[src/rtl/rs_entry_if.sv]
`timescale 1ns/1ps

interface rs_entry_if #(
    parameter int DEPTH = 64
);
    localparam int PTR_W = $clog2(DEPTH);

    // allocation, from the entry store
    logic             alloc;        // tail slot written at this edge
    logic [PTR_W-1:0] alloc_idx;
    logic [PTR_W-1:0] head;         // oldest slot, start of the scan window
    logic [DEPTH-1:0] entry_valid;

    // per-entry operand status, from wakeup
    logic [DEPTH-1:0] src_ready;    // both sources ready

    // issue decision, from select
    logic             issue;        // slot leaves the station at this edge
    logic [PTR_W-1:0] issue_idx;

    modport store (
        output alloc,
        output alloc_idx,
        output head,
        output entry_valid,
        input  issue,
        input  issue_idx
    );

    modport wake (
        input  alloc,
        input  alloc_idx,
        input  issue,
        input  issue_idx,
        output src_ready
    );

    modport select (
        input  head,
        input  entry_valid,
        input  src_ready,
        output issue,
        output issue_idx
    );

endinterface

[src/rtl/rs_select.sv]
`timescale 1ns/1ps

module rs_select #(
    parameter int DEPTH         = 64,
    parameter int WINDOW        = 32,
    parameter int ISSUE_CREDITS = 2
) (
    input  logic        clk,
    input  logic        rst_n,
    input  logic        flush,
    input  logic        issue_credit,
    rs_entry_if.select  ent,
    output logic        issue_valid
);
    localparam int PTR_W = $clog2(DEPTH);
    localparam int CNT_W = $clog2(ISSUE_CREDITS + 2);  // one spare code so an overflow shows

    if (WINDOW > DEPTH || WINDOW < 1) begin : g_window_check
        $error("rs_select: WINDOW must lie in 1..DEPTH");
    end

    logic [DEPTH-1:0] cand;
    logic             found;
    logic [PTR_W-1:0] pick_idx;
    logic [PTR_W-1:0] probe;
    logic [CNT_W-1:0] credits_q;
    logic             has_credit;

    assign cand = ent.entry_valid & ent.src_ready;

    // oldest first, scanning from the head and wrapping at DEPTH
    always_comb begin
        found    = 1'b0;
        pick_idx = ent.head;
        probe    = ent.head;
        for (int k = 0; k < WINDOW; k++) begin
            probe = ent.head + PTR_W'(k);
            if (!found && cand[probe]) begin
                found    = 1'b1;
                pick_idx = probe;
            end
        end
    end

    assign has_credit = (credits_q != '0);

    // nothing leaves in a flush cycle, the entry is being discarded anyway
    assign ent.issue     = found && has_credit && !flush;
    assign ent.issue_idx = pick_idx;

    always_ff @(posedge clk or negedge rst_n) begin
        if (!rst_n) begin
            credits_q <= CNT_W'(ISSUE_CREDITS);
        end else begin
            // a return and an issue in the same cycle cancel
            credits_q <= credits_q + CNT_W'(issue_credit) - CNT_W'(ent.issue);
        end
    end

    always_ff @(posedge clk or negedge rst_n) begin
        if (!rst_n)
            issue_valid <= 1'b0;
        else
            issue_valid <= ent.issue;
    end

    // the ALU never hands back more than it was given
    a_credit_bound: assert property (@(posedge clk) disable iff (!rst_n)
        credits_q <= CNT_W'(ISSUE_CREDITS));

    // an issued slot is gone from the station one edge later
    a_issued_slot_freed: assert property (@(posedge clk) disable iff (!rst_n)
        ent.issue |=> !ent.entry_valid[$past(ent.issue_idx)]);

endmodule

[src/flat_wrapper.sv]
// flat-port wrapper written by rule: the top's interface ports become plain ports
module rs_select_flat 
#(
    parameter int DEPTH         = 64,
    parameter int WINDOW        = 32,
    parameter int ISSUE_CREDITS = 2
)
  (clk, rst_n, flush, issue_credit, issue_valid, ent_head, ent_entry_valid, ent_src_ready, ent_issue, ent_issue_idx);
  rs_entry_if #(.DEPTH(DEPTH)) ent_i ();
  input  logic clk;
  input  logic rst_n;
  input  logic flush;
  input  logic issue_credit;
  output logic issue_valid;
  input wire logic [$bits(ent_i.head)-1:0] ent_head;
  input wire logic [$bits(ent_i.entry_valid)-1:0] ent_entry_valid;
  input wire logic [$bits(ent_i.src_ready)-1:0] ent_src_ready;
  output wire logic [$bits(ent_i.issue)-1:0] ent_issue;
  output wire logic [$bits(ent_i.issue_idx)-1:0] ent_issue_idx;
  assign ent_i.head = ent_head;
  assign ent_i.entry_valid = ent_entry_valid;
  assign ent_i.src_ready = ent_src_ready;
  assign ent_issue = ent_i.issue;
  assign ent_issue_idx = ent_i.issue_idx;
  rs_select #(.DEPTH(DEPTH), .WINDOW(WINDOW), .ISSUE_CREDITS(ISSUE_CREDITS)) u_core (.clk(clk), .rst_n(rst_n), .flush(flush), .issue_credit(issue_credit), .ent(ent_i), .issue_valid(issue_valid));
endmodule
[config.mk]
export PLATFORM = sky130hd
export DESIGN_NAME = rs_select_flat
export DESIGN_NICKNAME = d
export VERILOG_FILES = /design/src/rtl/rs_entry_if.sv /design/src/rtl/rs_select.sv /design/src/flat_wrapper.sv
export SDC_FILE = /design/constraint.sdc
export NUM_CORES = 1
export LEC_CHECK = 0
export ABC_AREA = 1
export BUFFER_PORTS_ARGS = -buffer_cell sky130_fd_sc_hd__buf_2
export CORE_ASPECT_RATIO = 0.5
export CORE_UTILIZATION = 40
export DETAILED_ROUTE_END_ITERATION = 16
export GPL_TIMING_DRIVEN = 0
export PLACE_DENSITY = 0.63
export SYNTH_ARGS = -nofsm -noshare
export SYNTH_HDL_FRONTEND = slang
export SYNTH_SLANG_ARGS = --single-unit
[constraint.sdc]
create_clock -name clk -period 6.6 [get_ports clk]
set_clock_uncertainty 0.2 [all_clocks]
set_input_delay 0.33 -clock clk [delete_from_list [all_inputs] [get_ports clk]]
set_output_delay 0.33 -clock clk [all_outputs]
set_load 0.05 [all_outputs]
# ---- Word-level counts from Yosys, hierarchy flattened
# Cells that the tools add are included.
dict set report word_totals {
  out_inout_bits 8
  elab_cells 261
  regBits 3
  input_bits 138
}
dict set report classes {
  mux 127
  bitwise_logic 1
  add_sub_neg 33
  order_cmp 32
  reduce_logical 66
}
# operator n
set ops {}
lappend ops {{$lt A6 B7 Y1 const B} 32}
lappend ops {{$bmux W1 S6} 32}
lappend ops {{$mux W6} 31}
lappend ops {{$add A6 B5 Y6 const B} 16}
lappend ops {{$and A64 B64 Y64} 1}
lappend ops {{$mux W1} 64}
lappend ops {{$add A6 B4 Y6 const B} 8}
lappend ops {{$logic_and A1 B1 Y1} 33}
lappend ops {{$logic_not A1 Y1} 32}
lappend ops {{$add A6 B3 Y6 const B} 4}
lappend ops {{$add A6 B2 Y6 const B} 2}
lappend ops {{$add A6 B1 Y6 const B} 1}
lappend ops {{$add A2 B1 Y2} 1}
lappend ops {{$reduce_bool A2 Y1} 1}
lappend ops {{$sub A2 B1 Y2} 1}

# ---- Longest topological paths before layout
dict set report logic_depth {
  ltp_word 100
  depth_mapped 56
  mapped_depth_nobuf 52
}

# ---- Worst setup path after synthesis
# Ideal clock, no wire load.
dict set report synth_path {
  kind {input -> output}
  from {input ent_head[2]}
  to {output ent_issue_idx[3]}
  slack_ns 0.425
  path_stages 42
  path_buffers 5
  required_time_ns 6.070
  arrival_time_ns 5.645
  path_cell_list {buf_6 inv_1 buf_2 buf_2 ha_1 clkbuf_1 inv_1 buf_2 nand3_1 nand3_1 nand2_1 nand2_1 nand3_1 nand2_1 nand3_2 nor2_4 nand4_2 nor2_2 (+6 left out) nand2_2 nor2_4 nand2_2 nor2_2 nand2_2 nor2_4 nand2_2 nor2_2 nand2_2 nor4_4 nand2_2 nor2_4 nand2_2 a21oi_4 nand4_4 clkinv_2 a21oi_1 a21oi_1}
}
dict set report synth_between {
  elab_chain_cells 96
  word_cells_on_any_way 219
  classes_between {add/sub (31); mux (126); reduce/logical (62)}
}
# element line_no
set synth_lines {}
lappend synth_lines {{start: declaration} flat_wrapper.sv:15} ;# input wire logic [$bits(ent_i.head)-1:0] ent_head;
lappend synth_lines {{branches (longest 95 deep; another with $add A6 B1 Y6)} --}
lappend synth_lines {{$mux W6 (*)} rs_select.sv:38} ;# if (!found && cand[probe]) begin
lappend synth_lines {{end: declaration} flat_wrapper.sv:19} ;# output wire logic [$bits(ent_i.issue_idx)-1:0] ent_issue_idx;
# Every way passes the cells marked *. The select of a mux whose other input is x is not followed.

# ---- Worst setup path after layout
dict set report layout_path {
  from {input ent_head[2]}
  to {output ent_issue_idx[4]}
}
# Same word-level chain as after synthesis.

==> insert_results.sql <==
INSERT INTO impl_metrics (metric_group, metric, value, unit) VALUES
('drt', 'detailed_routing_iterations_pass_1', '6', ''),
('clock_network', 'numCtsBuffers', '3', ''),
('layout', 'area_delta_synth_final', '28.2', '%'),
('place', 'placed_area', '9250', 'um^2'),
('global_route', 'global_route.overflow_total', '0', ''),
('layout', 'multi_input_comb_area', '7550', 'um^2'),
('place', 'place.gp.congestion', '1.07', ''),
('layout', 'stdcell_area', '10500', 'um^2'),
('clock_network', 'clock_insertion_delay_worst_skew', '0.22', 'ns'),
('clock_network', 'clockRootBuffer', 'clkbuf_16', ''),
('synthesis', 'synth-async-reset-ratio', '100', '%'),
('timing', 'period_minus_slack', '6.43', 'ns'),
('synthesis', 'synth_area_leaders', 'nand2_1 (32%), nand3_1 (23%), inv_1 (7.6%)', ''),
('floorplanning', 'die-area', '21100', 'um^2'),
('drt', 'drc_viols', '0', ''),
('setup_path', 'critical_path_most_common_cell', 'nand2_2', ''),
('setup_path', 'arrival', '5.90', 'ns'),
('run_status', 'run_status', 'finished, final reports clean', ''),
('synthesis', 'synth_nets', '1866', ''),
('place', 'detailed_place_hpwl', '38900', 'um'),
('setup_path', 'critPathMaxFanout', '8', ''),
('worst_hold_path', 'worstHoldPathType', 'in -> reg', ''),
('power_and_ir_drop', 'ir_drop', '0.119', 'mV'),
('synthesis', 'synth_top_cell_by_area', 'nand2_1', ''),
('setup_path', 'start_kind', 'primary input', ''),
('power_and_ir_drop', 'cellPowerDensity', '150', 'nW/um^2'),
('synthesis', 'ys_seq_elements', '3', ''),
('timing', 'tightestPinTransition', '1.09', 'ns'),
('synthesis', 'number_of_standard_cells_after_synthesis', '1709', ''),
('setup_path', 'cp_slowest_stage_delay', '0.37', 'ns'),
('synthesis', 'synth_cell_type_count', '52', ''),
('timing', 'max_clock_freq', '0.156', 'GHz'),
('synthesis', 'synthFlopType', 'dfrtp_1', ''),
('layout', 'seqCellArea', '76.3', 'um^2'),
('synthesis', 'share_of_the_yosys_chip_area_belonging_to_registers', '0.931', '%'),
('timing', 'maxSlewHeadroom', '27.0', '%'),
('global_route', 'antenna_found_initial', '0', ''),
('timing', 'final-hold-violation-count', '0', ''),
('global_route', 'grt_first_pass_wirelength', '67500', 'um'),
('clock_network', 'cts.sink_count', '3', ''),
('global_route', 'first_global_vias', '10700', ''),
('drt', 'wirelength', '47400', 'um'),
('clock_network', 'clk_slew_on_worst_s_h_paths', '0.03', 'ns'),
('clock_network', 'cts-htree-levels', '1', ''),
('drt', 'via_count_normalized_by_instance_count', '5.86', ''),
('synthesis', 'edff_count_synth', '0', ''),
('drt', 'top_layer_reached_by_signal_wires', 'met4', ''),
('floorplanning', 'x_dimension_of_the_die', '204', 'um'),
('synthesis', 'mappedNetlistArea', '8200', 'um^2'),
('global_route', 'grt_util_all_layers', '43.9', '%'),
('drt', 'routed_wire_length_per_instance', '21.8', 'um'),
('drt', 'vias', '12700', ''),
('setup_path', 'cp.required', '6.07', 'ns'),
('power_and_ir_drop', 'power.total', '1.58', 'mW'),
('setup_path', 'critical_path.slowest_cell', 'ha_4', ''),
('synthesis', 'post_synthesis_average_cell_area', '4.80', 'um^2'),
('place', 'port-buffer-count', '144', ''),
('drt', 'drtAntennaViolNets', '0', ''),
('layout', 'post_route_cells_drive_above_1_share', '21.2', '%'),
('floorplanning', 'core_region_area', '19800', 'um^2'),
('floorplanning', 'initial_utilization', '41.5', '%'),
('floorplanning', 'boundaryPins', '146', ''),
('synthesis', 'netlist_top_cells_count', 'nand2_1 (700), nand3_1 (378), inv_1 (167)', ''),
('flow_run', 'cap_viol_max_count', '0', ''),
('floorplanning', 'chipHeight', '103', 'um'),
('drt', 'drt_iter0_drc', '1832', ''),
('clock_network', 'clk_path_buf_depth', '2', ''),
('layout', 'finalCoreUtilization', '53.1', '%'),
('layout', 'diodes', '0', ''),
('timing', 'min_period_over_period', '97.4', '%'),
('layout', 'fillCellCount', '2243', '');
## final timing paths
path / slack, ns / cells after the start / startpoint / endpoint
setup / recovery: 0.17 / 44 / ent_head[2] / ent_issue_idx[4]
hold / removal: 0.13 / 2 / flush / u_core.issue_valid$_DFF_PN0_
min in group asynchronous: 0.22 / 2 / rst_n / u_core.issue_valid$_DFF_PN0_
hold reg to reg: 0.41 / 2 / u_core.credits_q[1]$_DFF_PN1_ / u_core.credits_q[1]$_DFF_PN1_
setup reg to reg: 4.71 / 5 / u_core.credits_q[1]$_DFF_PN1_ / u_core.credits_q[0]$_DFF_PN0_
max in group asynchronous: 5.78 / 2 / rst_n / u_core.credits_q[1]$_DFF_PN1_
## worst max-delay path: cells and delay by family
kind	cells	cell delay [ns]
AO/OA/AOI/OAI	2	0.31
AND/OR/NAND/NOR	32	3.69
adder cells (fa/ha/maj)	1	0.37
buffers and inverters	9	1.15
## cell families after synthesis
family / Yosys count / synth area share, %
DFF: 3 / 0.931
xor gates and xnor gates: 42 / 5.31
adders and majority gates: 19 / 2.90
AOI/OAI and AO/OA: 213 / 14.8
and+or+nand+nor: 1180 / 62.9
buffers and inverters: 252 / 13.2
## registers in the layout (all words and copies together) (netlist names)
name / flops
u_core.issue_valid: 1
u_core.credits_q: 2
## per-layer routing
layer,global-route usage [%],up-vias
met1,62.3,5707
met4,14.4,0
li1,-,5996
met5,0,-
met3,12.0,136
met2,63.4,902
## area by class of cell
cell class	instances	share of cell area (%)
Clock buffer	4	0.750
Multi-Input combinational cell	1454	71.8
Tap cell	266	3.17
Timing Repair Buffer	199	11.6
Inverter	184	7.20
Sequential cell	3	0.726
Buffer	63	4.75
## what timing repair did
action	in CTS	in global routing
setup endpoints to repair	10	9
hold endpoints to repair	3	0
pin swaps	3	35
cloned	0	2
hold buffers	1	0
resized for setup	48	160
setup buffers	10	42
## per-stage QoR
| step | hold slack, ns | std cells |
|---|---|---|
| final | 0.134 | 2173 |
| after global routing | 0.143 | 2173 |
| after CTS | 0.101 | 2130 |
| after detailed placement | -0.0668 | 2119 |
| after global placement | -0.0726 | 2119 |
| after floorplan | -0.166 | 1709 |
## where the power goes
part           internal [mW]  switching [mW]  total [mW]
clock                 0.0797          0.0170      0.0967
combinational          0.447            1.00        1.45
sequential            0.0299         0.00410      0.0340
## placed cells by master (no fill, tap or decap), drive strengths merged, types with 3 or more instances in the layout
cell type	n
nand2	714
nand3	381
buf	242
inv	179
o21ai	115
nor2	55
a21oi	53
xor2	39
clkbuf	23
ha	19
a31oi	14
nand4	14
nand3b	9
o21a	6
o211ai	5
a21o	4
o31ai	3
a32o	3
clkinv	3
nor4	3
xnor2	3
No activity file was read; power rests on OpenSTA's default activity.
