## src/rtl/rs_pkg.sv

```systemverilog
package rs_pkg;

    // field widths of one station entry
    localparam int TAG_W      = 8;   // physical register tag
    localparam int INST_NUM_W = 32;  // sequence number from rename
    localparam int IMM_W      = 32;
    localparam int ALU_OP_W   = 4;
    localparam int FUNCT3_W   = 3;

    // physical register tag, shared by rd and both sources
    typedef logic [TAG_W-1:0] tag_t;

    typedef logic [INST_NUM_W-1:0] inst_num_t;

    // sign-extended immediate as produced by decode
    typedef logic [IMM_W-1:0] imm_t;

    typedef logic [ALU_OP_W-1:0] alu_op_t;

    typedef logic [FUNCT3_W-1:0] funct3_t;

endpackage

```

## src/rtl/rs_entry_if.sv

```systemverilog
`timescale 1ns/1ps

interface rs_entry_if #(
    parameter int DEPTH = 64
);
    localparam int PTR_W = $clog2(DEPTH);

    // allocation, from the entry store
    logic             alloc;        // tail slot written at this edge
    logic [PTR_W-1:0] alloc_idx;
    logic [PTR_W-1:0] head;         // oldest slot, start of the scan window
    logic [DEPTH-1:0] entry_valid;

    // per-entry operand status, from wakeup
    logic [DEPTH-1:0] src_ready;    // both sources ready

    // issue decision, from select
    logic             issue;        // slot leaves the station at this edge
    logic [PTR_W-1:0] issue_idx;

    modport store (
        output alloc,
        output alloc_idx,
        output head,
        output entry_valid,
        input  issue,
        input  issue_idx
    );

    modport wake (
        input  alloc,
        input  alloc_idx,
        input  issue,
        input  issue_idx,
        output src_ready
    );

    modport select (
        input  head,
        input  entry_valid,
        input  src_ready,
        output issue,
        output issue_idx
    );

endinterface

```

## src/rtl/rs_wakeup.sv

```systemverilog
`timescale 1ns/1ps

module rs_wakeup
    import rs_pkg::*;
#(
    parameter int DEPTH  = 64,
    parameter int N_WAKE = 3
) (
    input  logic              clk,
    input  logic              rst_n,
    input  logic              flush,
    input  tag_t              disp_src1_tag,
    input  tag_t              disp_src2_tag,
    input  logic              disp_src1_ready,
    input  logic              disp_src2_ready,
    input  logic [N_WAKE-1:0] wake_valid,
    input  tag_t [N_WAKE-1:0] wake_tag,
    rs_entry_if.wake          ent
);
    tag_t             src1_tag_q [DEPTH];
    tag_t             src2_tag_q [DEPTH];
    logic [DEPTH-1:0] rdy1_q;
    logic [DEPTH-1:0] rdy2_q;

    logic [DEPTH-1:0] hit1;
    logic [DEPTH-1:0] hit2;
    logic             disp_hit1;  // bypass for a result broadcast during dispatch
    logic             disp_hit2;

    // compare every stored tag against every active broadcast
    always_comb begin
        hit1      = '0;
        hit2      = '0;
        disp_hit1 = 1'b0;
        disp_hit2 = 1'b0;
        for (int w = 0; w < N_WAKE; w++) begin
            if (wake_valid[w]) begin
                for (int e = 0; e < DEPTH; e++) begin
                    if (src1_tag_q[e] == wake_tag[w])
                        hit1[e] = 1'b1;
                    if (src2_tag_q[e] == wake_tag[w])
                        hit2[e] = 1'b1;
                end
                if (disp_src1_tag == wake_tag[w])
                    disp_hit1 = 1'b1;
                if (disp_src2_tag == wake_tag[w])
                    disp_hit2 = 1'b1;
            end
        end
    end

    always_ff @(posedge clk) begin
        if (ent.alloc) begin
            src1_tag_q[ent.alloc_idx] <= disp_src1_tag;
            src2_tag_q[ent.alloc_idx] <= disp_src2_tag;
        end
    end

    always_ff @(posedge clk or negedge rst_n) begin
        if (!rst_n) begin
            rdy1_q <= '0;
            rdy2_q <= '0;
        end else if (flush) begin
            rdy1_q <= '0;
            rdy2_q <= '0;
        end else begin
            // free slots may pick up stale hits, alloc overwrites them
            rdy1_q <= rdy1_q | hit1;
            rdy2_q <= rdy2_q | hit2;
            if (ent.alloc) begin
                rdy1_q[ent.alloc_idx] <= disp_src1_ready || disp_hit1;
                rdy2_q[ent.alloc_idx] <= disp_src2_ready || disp_hit2;
            end
            if (ent.issue) begin
                rdy1_q[ent.issue_idx] <= 1'b0;
                rdy2_q[ent.issue_idx] <= 1'b0;
            end
        end
    end

    assign ent.src_ready = rdy1_q & rdy2_q;

endmodule

```

## src/flat_wrapper.sv

```systemverilog
// flat-port wrapper written by rule: the top's interface ports become plain ports
module rs_wakeup_flat import rs_pkg::*;
#(
    parameter int DEPTH  = 64,
    parameter int N_WAKE = 3
)
  (clk, rst_n, flush, disp_src1_tag, disp_src2_tag, disp_src1_ready, disp_src2_ready, wake_valid, wake_tag, ent_alloc, ent_alloc_idx, ent_issue, ent_issue_idx, ent_src_ready);
  rs_entry_if #(.DEPTH(DEPTH)) ent_i ();
  input  logic clk;
  input  logic rst_n;
  input  logic flush;
  input  tag_t disp_src1_tag;
  input  tag_t disp_src2_tag;
  input  logic disp_src1_ready;
  input  logic disp_src2_ready;
  input  logic [N_WAKE-1:0] wake_valid;
  input  tag_t [N_WAKE-1:0] wake_tag;
  input wire logic [$bits(ent_i.alloc)-1:0] ent_alloc;
  input wire logic [$bits(ent_i.alloc_idx)-1:0] ent_alloc_idx;
  input wire logic [$bits(ent_i.issue)-1:0] ent_issue;
  input wire logic [$bits(ent_i.issue_idx)-1:0] ent_issue_idx;
  output wire logic [$bits(ent_i.src_ready)-1:0] ent_src_ready;
  assign ent_i.alloc = ent_alloc;
  assign ent_i.alloc_idx = ent_alloc_idx;
  assign ent_i.issue = ent_issue;
  assign ent_i.issue_idx = ent_issue_idx;
  assign ent_src_ready = ent_i.src_ready;
  rs_wakeup #(.DEPTH(DEPTH), .N_WAKE(N_WAKE)) u_core (.clk(clk), .rst_n(rst_n), .flush(flush), .disp_src1_tag(disp_src1_tag), .disp_src2_tag(disp_src2_tag), .disp_src1_ready(disp_src1_ready), .disp_src2_ready(disp_src2_ready), .wake_valid(wake_valid), .wake_tag(wake_tag), .ent(ent_i));
endmodule
```

## config.mk

```make
export PLATFORM = sky130hd
export DESIGN_NAME = rs_wakeup_flat
export DESIGN_NICKNAME = d
export VERILOG_FILES = /design/src/rtl/rs_pkg.sv /design/src/rtl/rs_entry_if.sv /design/src/rtl/rs_wakeup.sv /design/src/flat_wrapper.sv
export SDC_FILE = /design/constraint.sdc
export NUM_CORES = 2
export LEC_CHECK = 0
export BUFFER_PORTS_ARGS = -buffer_cell sky130_fd_sc_hd__buf_2
export CORE_ASPECT_RATIO = 1.5
export CORE_MARGIN = 4
export CORE_UTILIZATION = 45
export DETAILED_ROUTE_END_ITERATION = 10
export PLACE_DENSITY = 0.63
export SYNTH_ARGS = -nofsm -noshare
export SYNTH_HDL_FRONTEND = slang
export SYNTH_SLANG_ARGS = --single-unit
```

## constraint.sdc

```tcl
create_clock -name clk -period 1.5 [get_ports clk]
set_input_delay 0.075 -clock clk [delete_from_list [all_inputs] [get_ports clk]]
set_output_delay 0.075 -clock clk [all_outputs]
set_load 0.01 [all_outputs]
```

Word level (Yosys, flattened, before mapping)
Memory sizes are Yosys's and may differ from the RTL's.
Cells that the tools add are included.
- flip-flop bits (word level): 128
- memory bits (writable): 1024
- bits of input ports: 62
- output and inout port bits: 64
- logic and storage cells: 826
- memories kept: 2
- memories (name ; depth ; width ; rd ports ; clocked after memory_dff ; wr ports ; line ; source):
    u_core.src1_tag_q ; 64 ; 8 ; 64 ; 0 ; 1 ; rs_wakeup.sv:20 ; tag_t src1_tag_q [DEPTH];
    u_core.src2_tag_q ; 64 ; 8 ; 64 ; 0 ; 1 ; rs_wakeup.sv:21 ; tag_t src2_tag_q [DEPTH];
- magnitude comparators: 4
- equality and inequality tests: 390
- mux-type cells: 418
- bitwise logic cells: 6
- reductions and logical operators: 4
- operators by type and width (kind ; number):
    equality test 8 bit ; 390
    2-to-1 mux 64 bit ; 14
    2-to-1 mux 1 bit ; 400
    AND 64 bit ; 3
    bitwise mux 64 bit ; 2
    OR 64 bit ; 2
    NOT 64 bit ; 1
    less-than comparator 6 x 7 -> 1 bit, second input constant ; 2
    demux 1 bit (select 6 bit) ; 2
    greater-or-equal comparator 6 x 1 -> 1 bit, second input constant ; 2
    logical AND 1 bit ; 2
    logical OR 1 bit ; 2

Depth between registers and ports, before layout
- word-level depth: 14
- mapped depth: 9
- gate-level depth less buffers: 6

Worst setup path after synthesis
OpenSTA, ideal clock, no wires.
- path type: input to register
- from: input port ent_alloc_idx[3]
- to: register u_core.rdy2_q[22]
- setup time: 0.088 ns
- arrival time: 2.071 ns
- data required time: 1.412 ns
- slack: -0.659 ns
- stages: 7
- path buffers: 3
- path through: buf_2 -> or3b_1 -> clkbuf_1 -> buf_6 -> nor2_1 -> nor4_1 -> a211oi_2
- longest elaborated chain between the ends: 10
- elaborated cells on any way between the ends: 11
- classes of those cells: order compare: 2; mux: 7; bitwise: 1; reduce/logical: 1
- ends and longest elaborated chain (element ; line ; source):
    start, declared ; flat_wrapper.sv:19 ; input wire logic [$bits(ent_i.alloc_idx)-1:0] ent_alloc_idx;
    less-than comparator 6 x 7 -> 1 bit (not written as such) or greater-or-equal comparator 6 x 1 -> 1 bit (tied branches) ; rs_wakeup.sv:72 ; rdy2_q[ent.alloc_idx] <= disp_src2_ready || disp_hit2;
    logical AND 1 bit (not written as such) ; rs_wakeup.sv:72 ;
    2-to-1 mux 1 bit (not written as such) ; rs_wakeup.sv:72 ;
    demux 1 bit (select 6 bit) (*) ; n/a ;
    bitwise mux 64 bit (*) ; rs_wakeup.sv:72 ;
    2-to-1 mux 64 bit (*) ; rs_wakeup.sv:70 ; if (ent.alloc) begin
    2-to-1 mux 64 bit (*) ; rs_wakeup.sv:63 ; end else if (flush) begin
    AND 64 bit (no source line) ; n/a ;
    2-to-1 mux 64 bit (*) ; rs_wakeup.sv:74 ; if (ent.issue) begin
    2-to-1 mux 64 bit (*) ; rs_wakeup.sv:63 ;
    end signal, assigned ; rs_wakeup.sv:69 ; rdy2_q <= rdy2_q | hit2;
    end signal, assigned by index ; rs_wakeup.sv:72 ;
    end, declared ; rs_wakeup.sv:23 ; logic [DEPTH-1:0] rdy2_q;
Mark *: on every way between the ends. The rest lies on a longest branch, timed or not. The select of a mux whose other input is x is not followed.

==> summary.md <==
| Metric | Value |
|---|---|
| Seq cells post-synth | 1152 |
| Number of distinct library cells after synthesis | 44 |
| Critical path required time | 2.17 ns |
| Worst setup margin | -0.276 ns |
| Worst VDD drop | 1.04 mV |
| Lkg Pwr | 38.0 nW |
| Cell with the most instances after synthesis | xor2_1 |
| Top cells by count, synth | 2350 x xor2_1, 1024 x edfxtp_1, 770 x xnor2_1, 595 x nor4_1, 317 x nand3_1 |
| CP Capture Type | flip-flop |
| Reg-to-Reg Start | u_core.src2_tag_q[30][4] |
| Status | complete, but fails checks |
| Total GRT Usage | 36.4% |
| Place WS | -0.591 ns |
| Crit path max fanout | 2 |
| Post-synthesis cell count | 6560 |
| Skew final | 0.0225 ns |
| Syn Nets | 6622 |
| Post-Place Cell Area | 91700 um2 |
| Routed Antenna Nets | 0 |
| Detailed-router iteration count before antenna repair | 9 |
| Max_cap viols | 0 |
| CTS H-tree depth | 3 |
| R2R Setup Slk | -0.28 ns |
| Max Slew Vio Count | 0 |
| Initial antenna violation count | 15 |
| Area growth, synth to finish | 33.6% |
| # port buffers | 125 |
| Sequential fraction of the synthesis area | 45.0% |
| GRT overflow | 0 |
| Final Core Density | 60.6% |
| Post-synth EDFFs | 1024 |
| Final hold slack | -0.0109 ns |
| Die span in y | 509 um |
| Post-synthesis cell area | 75400 um2 |
| Vias in the first global route | 64700 |
| Fillers | 13200 |
| Starting density of the core | 45.4% |
| Die X-Extent | 342 um |
| DRC errors left | 2 |
| Clock Pin Slew Worst Setup and Hold Paths | 0.07 ns |
| Drt total wl | 329 mm |
| Startpoint Class | flip-flop |
| Worst hold path type | input port to flip-flop |
| Final hold vios | 5 |
| Row cnt | 183 |
| Synth area leader | edfxtp_1 |
| Post-synth top area share | 40.8% |
| Final Non-Filler Cells | 10600 |
| Worst Path Arrival | 2.45 ns |
| Crit Path Class | flip-flop to flip-flop |
| Crit path launch | u_core.src2_tag_q[30][4] |
| Synth Area per Inst | 11.5 um2 |
| Die area | 174000 um2 |
| Global-route wire length before repair | 458 mm |
| Yosys warnings | 0 |
| Worst flop-to-flop path endpoint | u_core.rdy2_q[30] |
| Fin nets | 8316 |
| Placed cells | 10100 |
| Vias per inst | 6.04 |
| Dominant synthesized flop cell | edfxtp_1 |
| Share of cells above drive strength 1 | 32.8% |
| Initial DRC Count | 7156 |
| Sinks on Clock Net | 1152 |
| Post-route minimum period | 1.78 ns |
| Root buf cell | clkbuf_16 |
| Unrepaired setup endpoints after global routing | yes |
| Routed via count | 64000 |
| Core area | 166000 um2 |
| Skew-Pair Late Insertion Delay | 0.77 ns |
| Failing checks | design-rule violations, negative hold slack, negative setup slack |
| Bufs on Longest Clock Path | 3 |
| Setup total negative slack | -15.58 ns |
| Power density over cell area | 797 nW/um2 |
| Setup violators final | 221 |
| Async SR Flop Fraction | 11.1% |
| Design area | 101000 um2 |
| TritonCTS clock tree | yes |
| R2R depth | 6 |
| DP HPWL | 224 mm |
| Power Total | 80.3 mW |
| Top cells by area, synth | edfxtp_1 41%, xor2_1 27%, xnor2_1 8.9%, nor4_1 4.9%, dfrtp_1 4.2% |
| Worst-margin pin slew | 1.10 ns |
| CTS Buf Count | 113 |
| Largest net degree at the start of global routing | 65 |
| Routed wire length per instance | 31.1 um |
| Max Clock Freq | 563 MHz |
| Boundary pin count | 126 |
| Tcrit/Tclk final | 118% |
| Rel. slew slack | 26.6% |
| Placer Congestion | 1.00 |
| Critical path endpoint | u_core.rdy2_q[30] |
==> layout by cell type, fill, tap and decap left out, types with 15 or more instances in the layout <==
master / n
clkbuf_16: 115
nor3_1: 254
buf_12: 246
a21o_1: 34
clkbuf_1: 19
a31oi_1: 15
o21ai_0: 15
edfxtp_1: 1024
a211oi_2: 53
xor2_1: 2338
nor4_4: 16
nor4_1: 309
clkinv_2: 20
nor2_4: 46
a311oi_1: 23
buf_4: 1624
o21bai_1: 28
and2_4: 63
dlygate4sd3_1: 24
o21ai_1: 56
nor4_2: 279
o21ai_2: 25
xnor2_1: 770
buf_6: 96
buf_2: 17
nand4_1: 181
nand3_1: 316
dfrtp_1: 128
buf_8: 24
==> metal layers <==
metal	vias to the layer above	track usage (%)	routed length (um)
li1	26600	-	-
met1	31900	43.1	116000
met5	-	0	46
met4	6	28.3	31100
met3	1367	6.76	31400
met2	4137	58.6	151000
==> cells by family after synthesis <==
logic type      synth area share [%]
simple gates                    11.7
buf+inv                         4.09
xor+xnor                        36.2
flops                           45.0
compound gates                  2.91
==> worst min path at each step <==
stage	start	end	slack [ns]	cells past startpoint
after floorplan	rst_n	u_core.rdy1_q[0]	-0.22	0
after global placement	rst_n	u_core.rdy2_q[43]	0.06	1
after detailed placement	rst_n	u_core.rdy2_q[43]	0.07	1
after CTS	ent_issue	u_core.rdy1_q[32]	0.005	4
after global routing	disp_src1_tag[7]	u_core.src1_tag_q[15][7]	0.01	2
final	disp_src1_tag[7]	u_core.src1_tag_q[15][7]	-0.01	2
==> state kept, by name, summed over array words and instances (netlist names) <==
| name | count |
|---|---|
| u_core.src1_tag_q | 512 |
| u_core.rdy1_q | 64 |
| u_core.src2_tag_q | 512 |
| u_core.rdy2_q | 64 |
==> repair_timing <==
item                                    CTS  global route
buffers inserted                        159           112
pin swaps                               261           191
gates resized for setup                 427           211
hold buffers                             26             0
endpoints found under the setup margin  187           195
endpoints found under the hold margin   265             0
==> critical path: stages, from the launching register on <==
cell	delay [ns]
edfxtp_1	0.41
xor2_1	0.17
nor4_2	0.31
nand3_1	0.15
o41ai_2	0.33
nor4_1	0.10
a211oi_2	0.20
==> area by class of cell <==
class	instances	area (um2)	area share, %
repair buffers	2033	18900	18.8
multi-input cells	4953	41200	40.9
well taps	2220	2780	2.76
flip-flops and latches	1152	34000	33.7
clock inverters	68	788	0.782
diodes	12	30.0	0.0298
inverters	1	3.75	0.00373
clock buffers	146	3110	3.09
==> power by group <==
part | internal [mW] | switching (mW) | leakage [nW] | total, mW
registers | 35.2 | 0.220 | 11.0 | 35.4
clock network | 17.1 | 13.6 | 1.89 | 30.7
logic | 5.32 | 8.90 | 25.1 | 14.2
total | 57.6 | 22.7 | 38.0 | 80.3
Power figures use the tool's default switching activity.
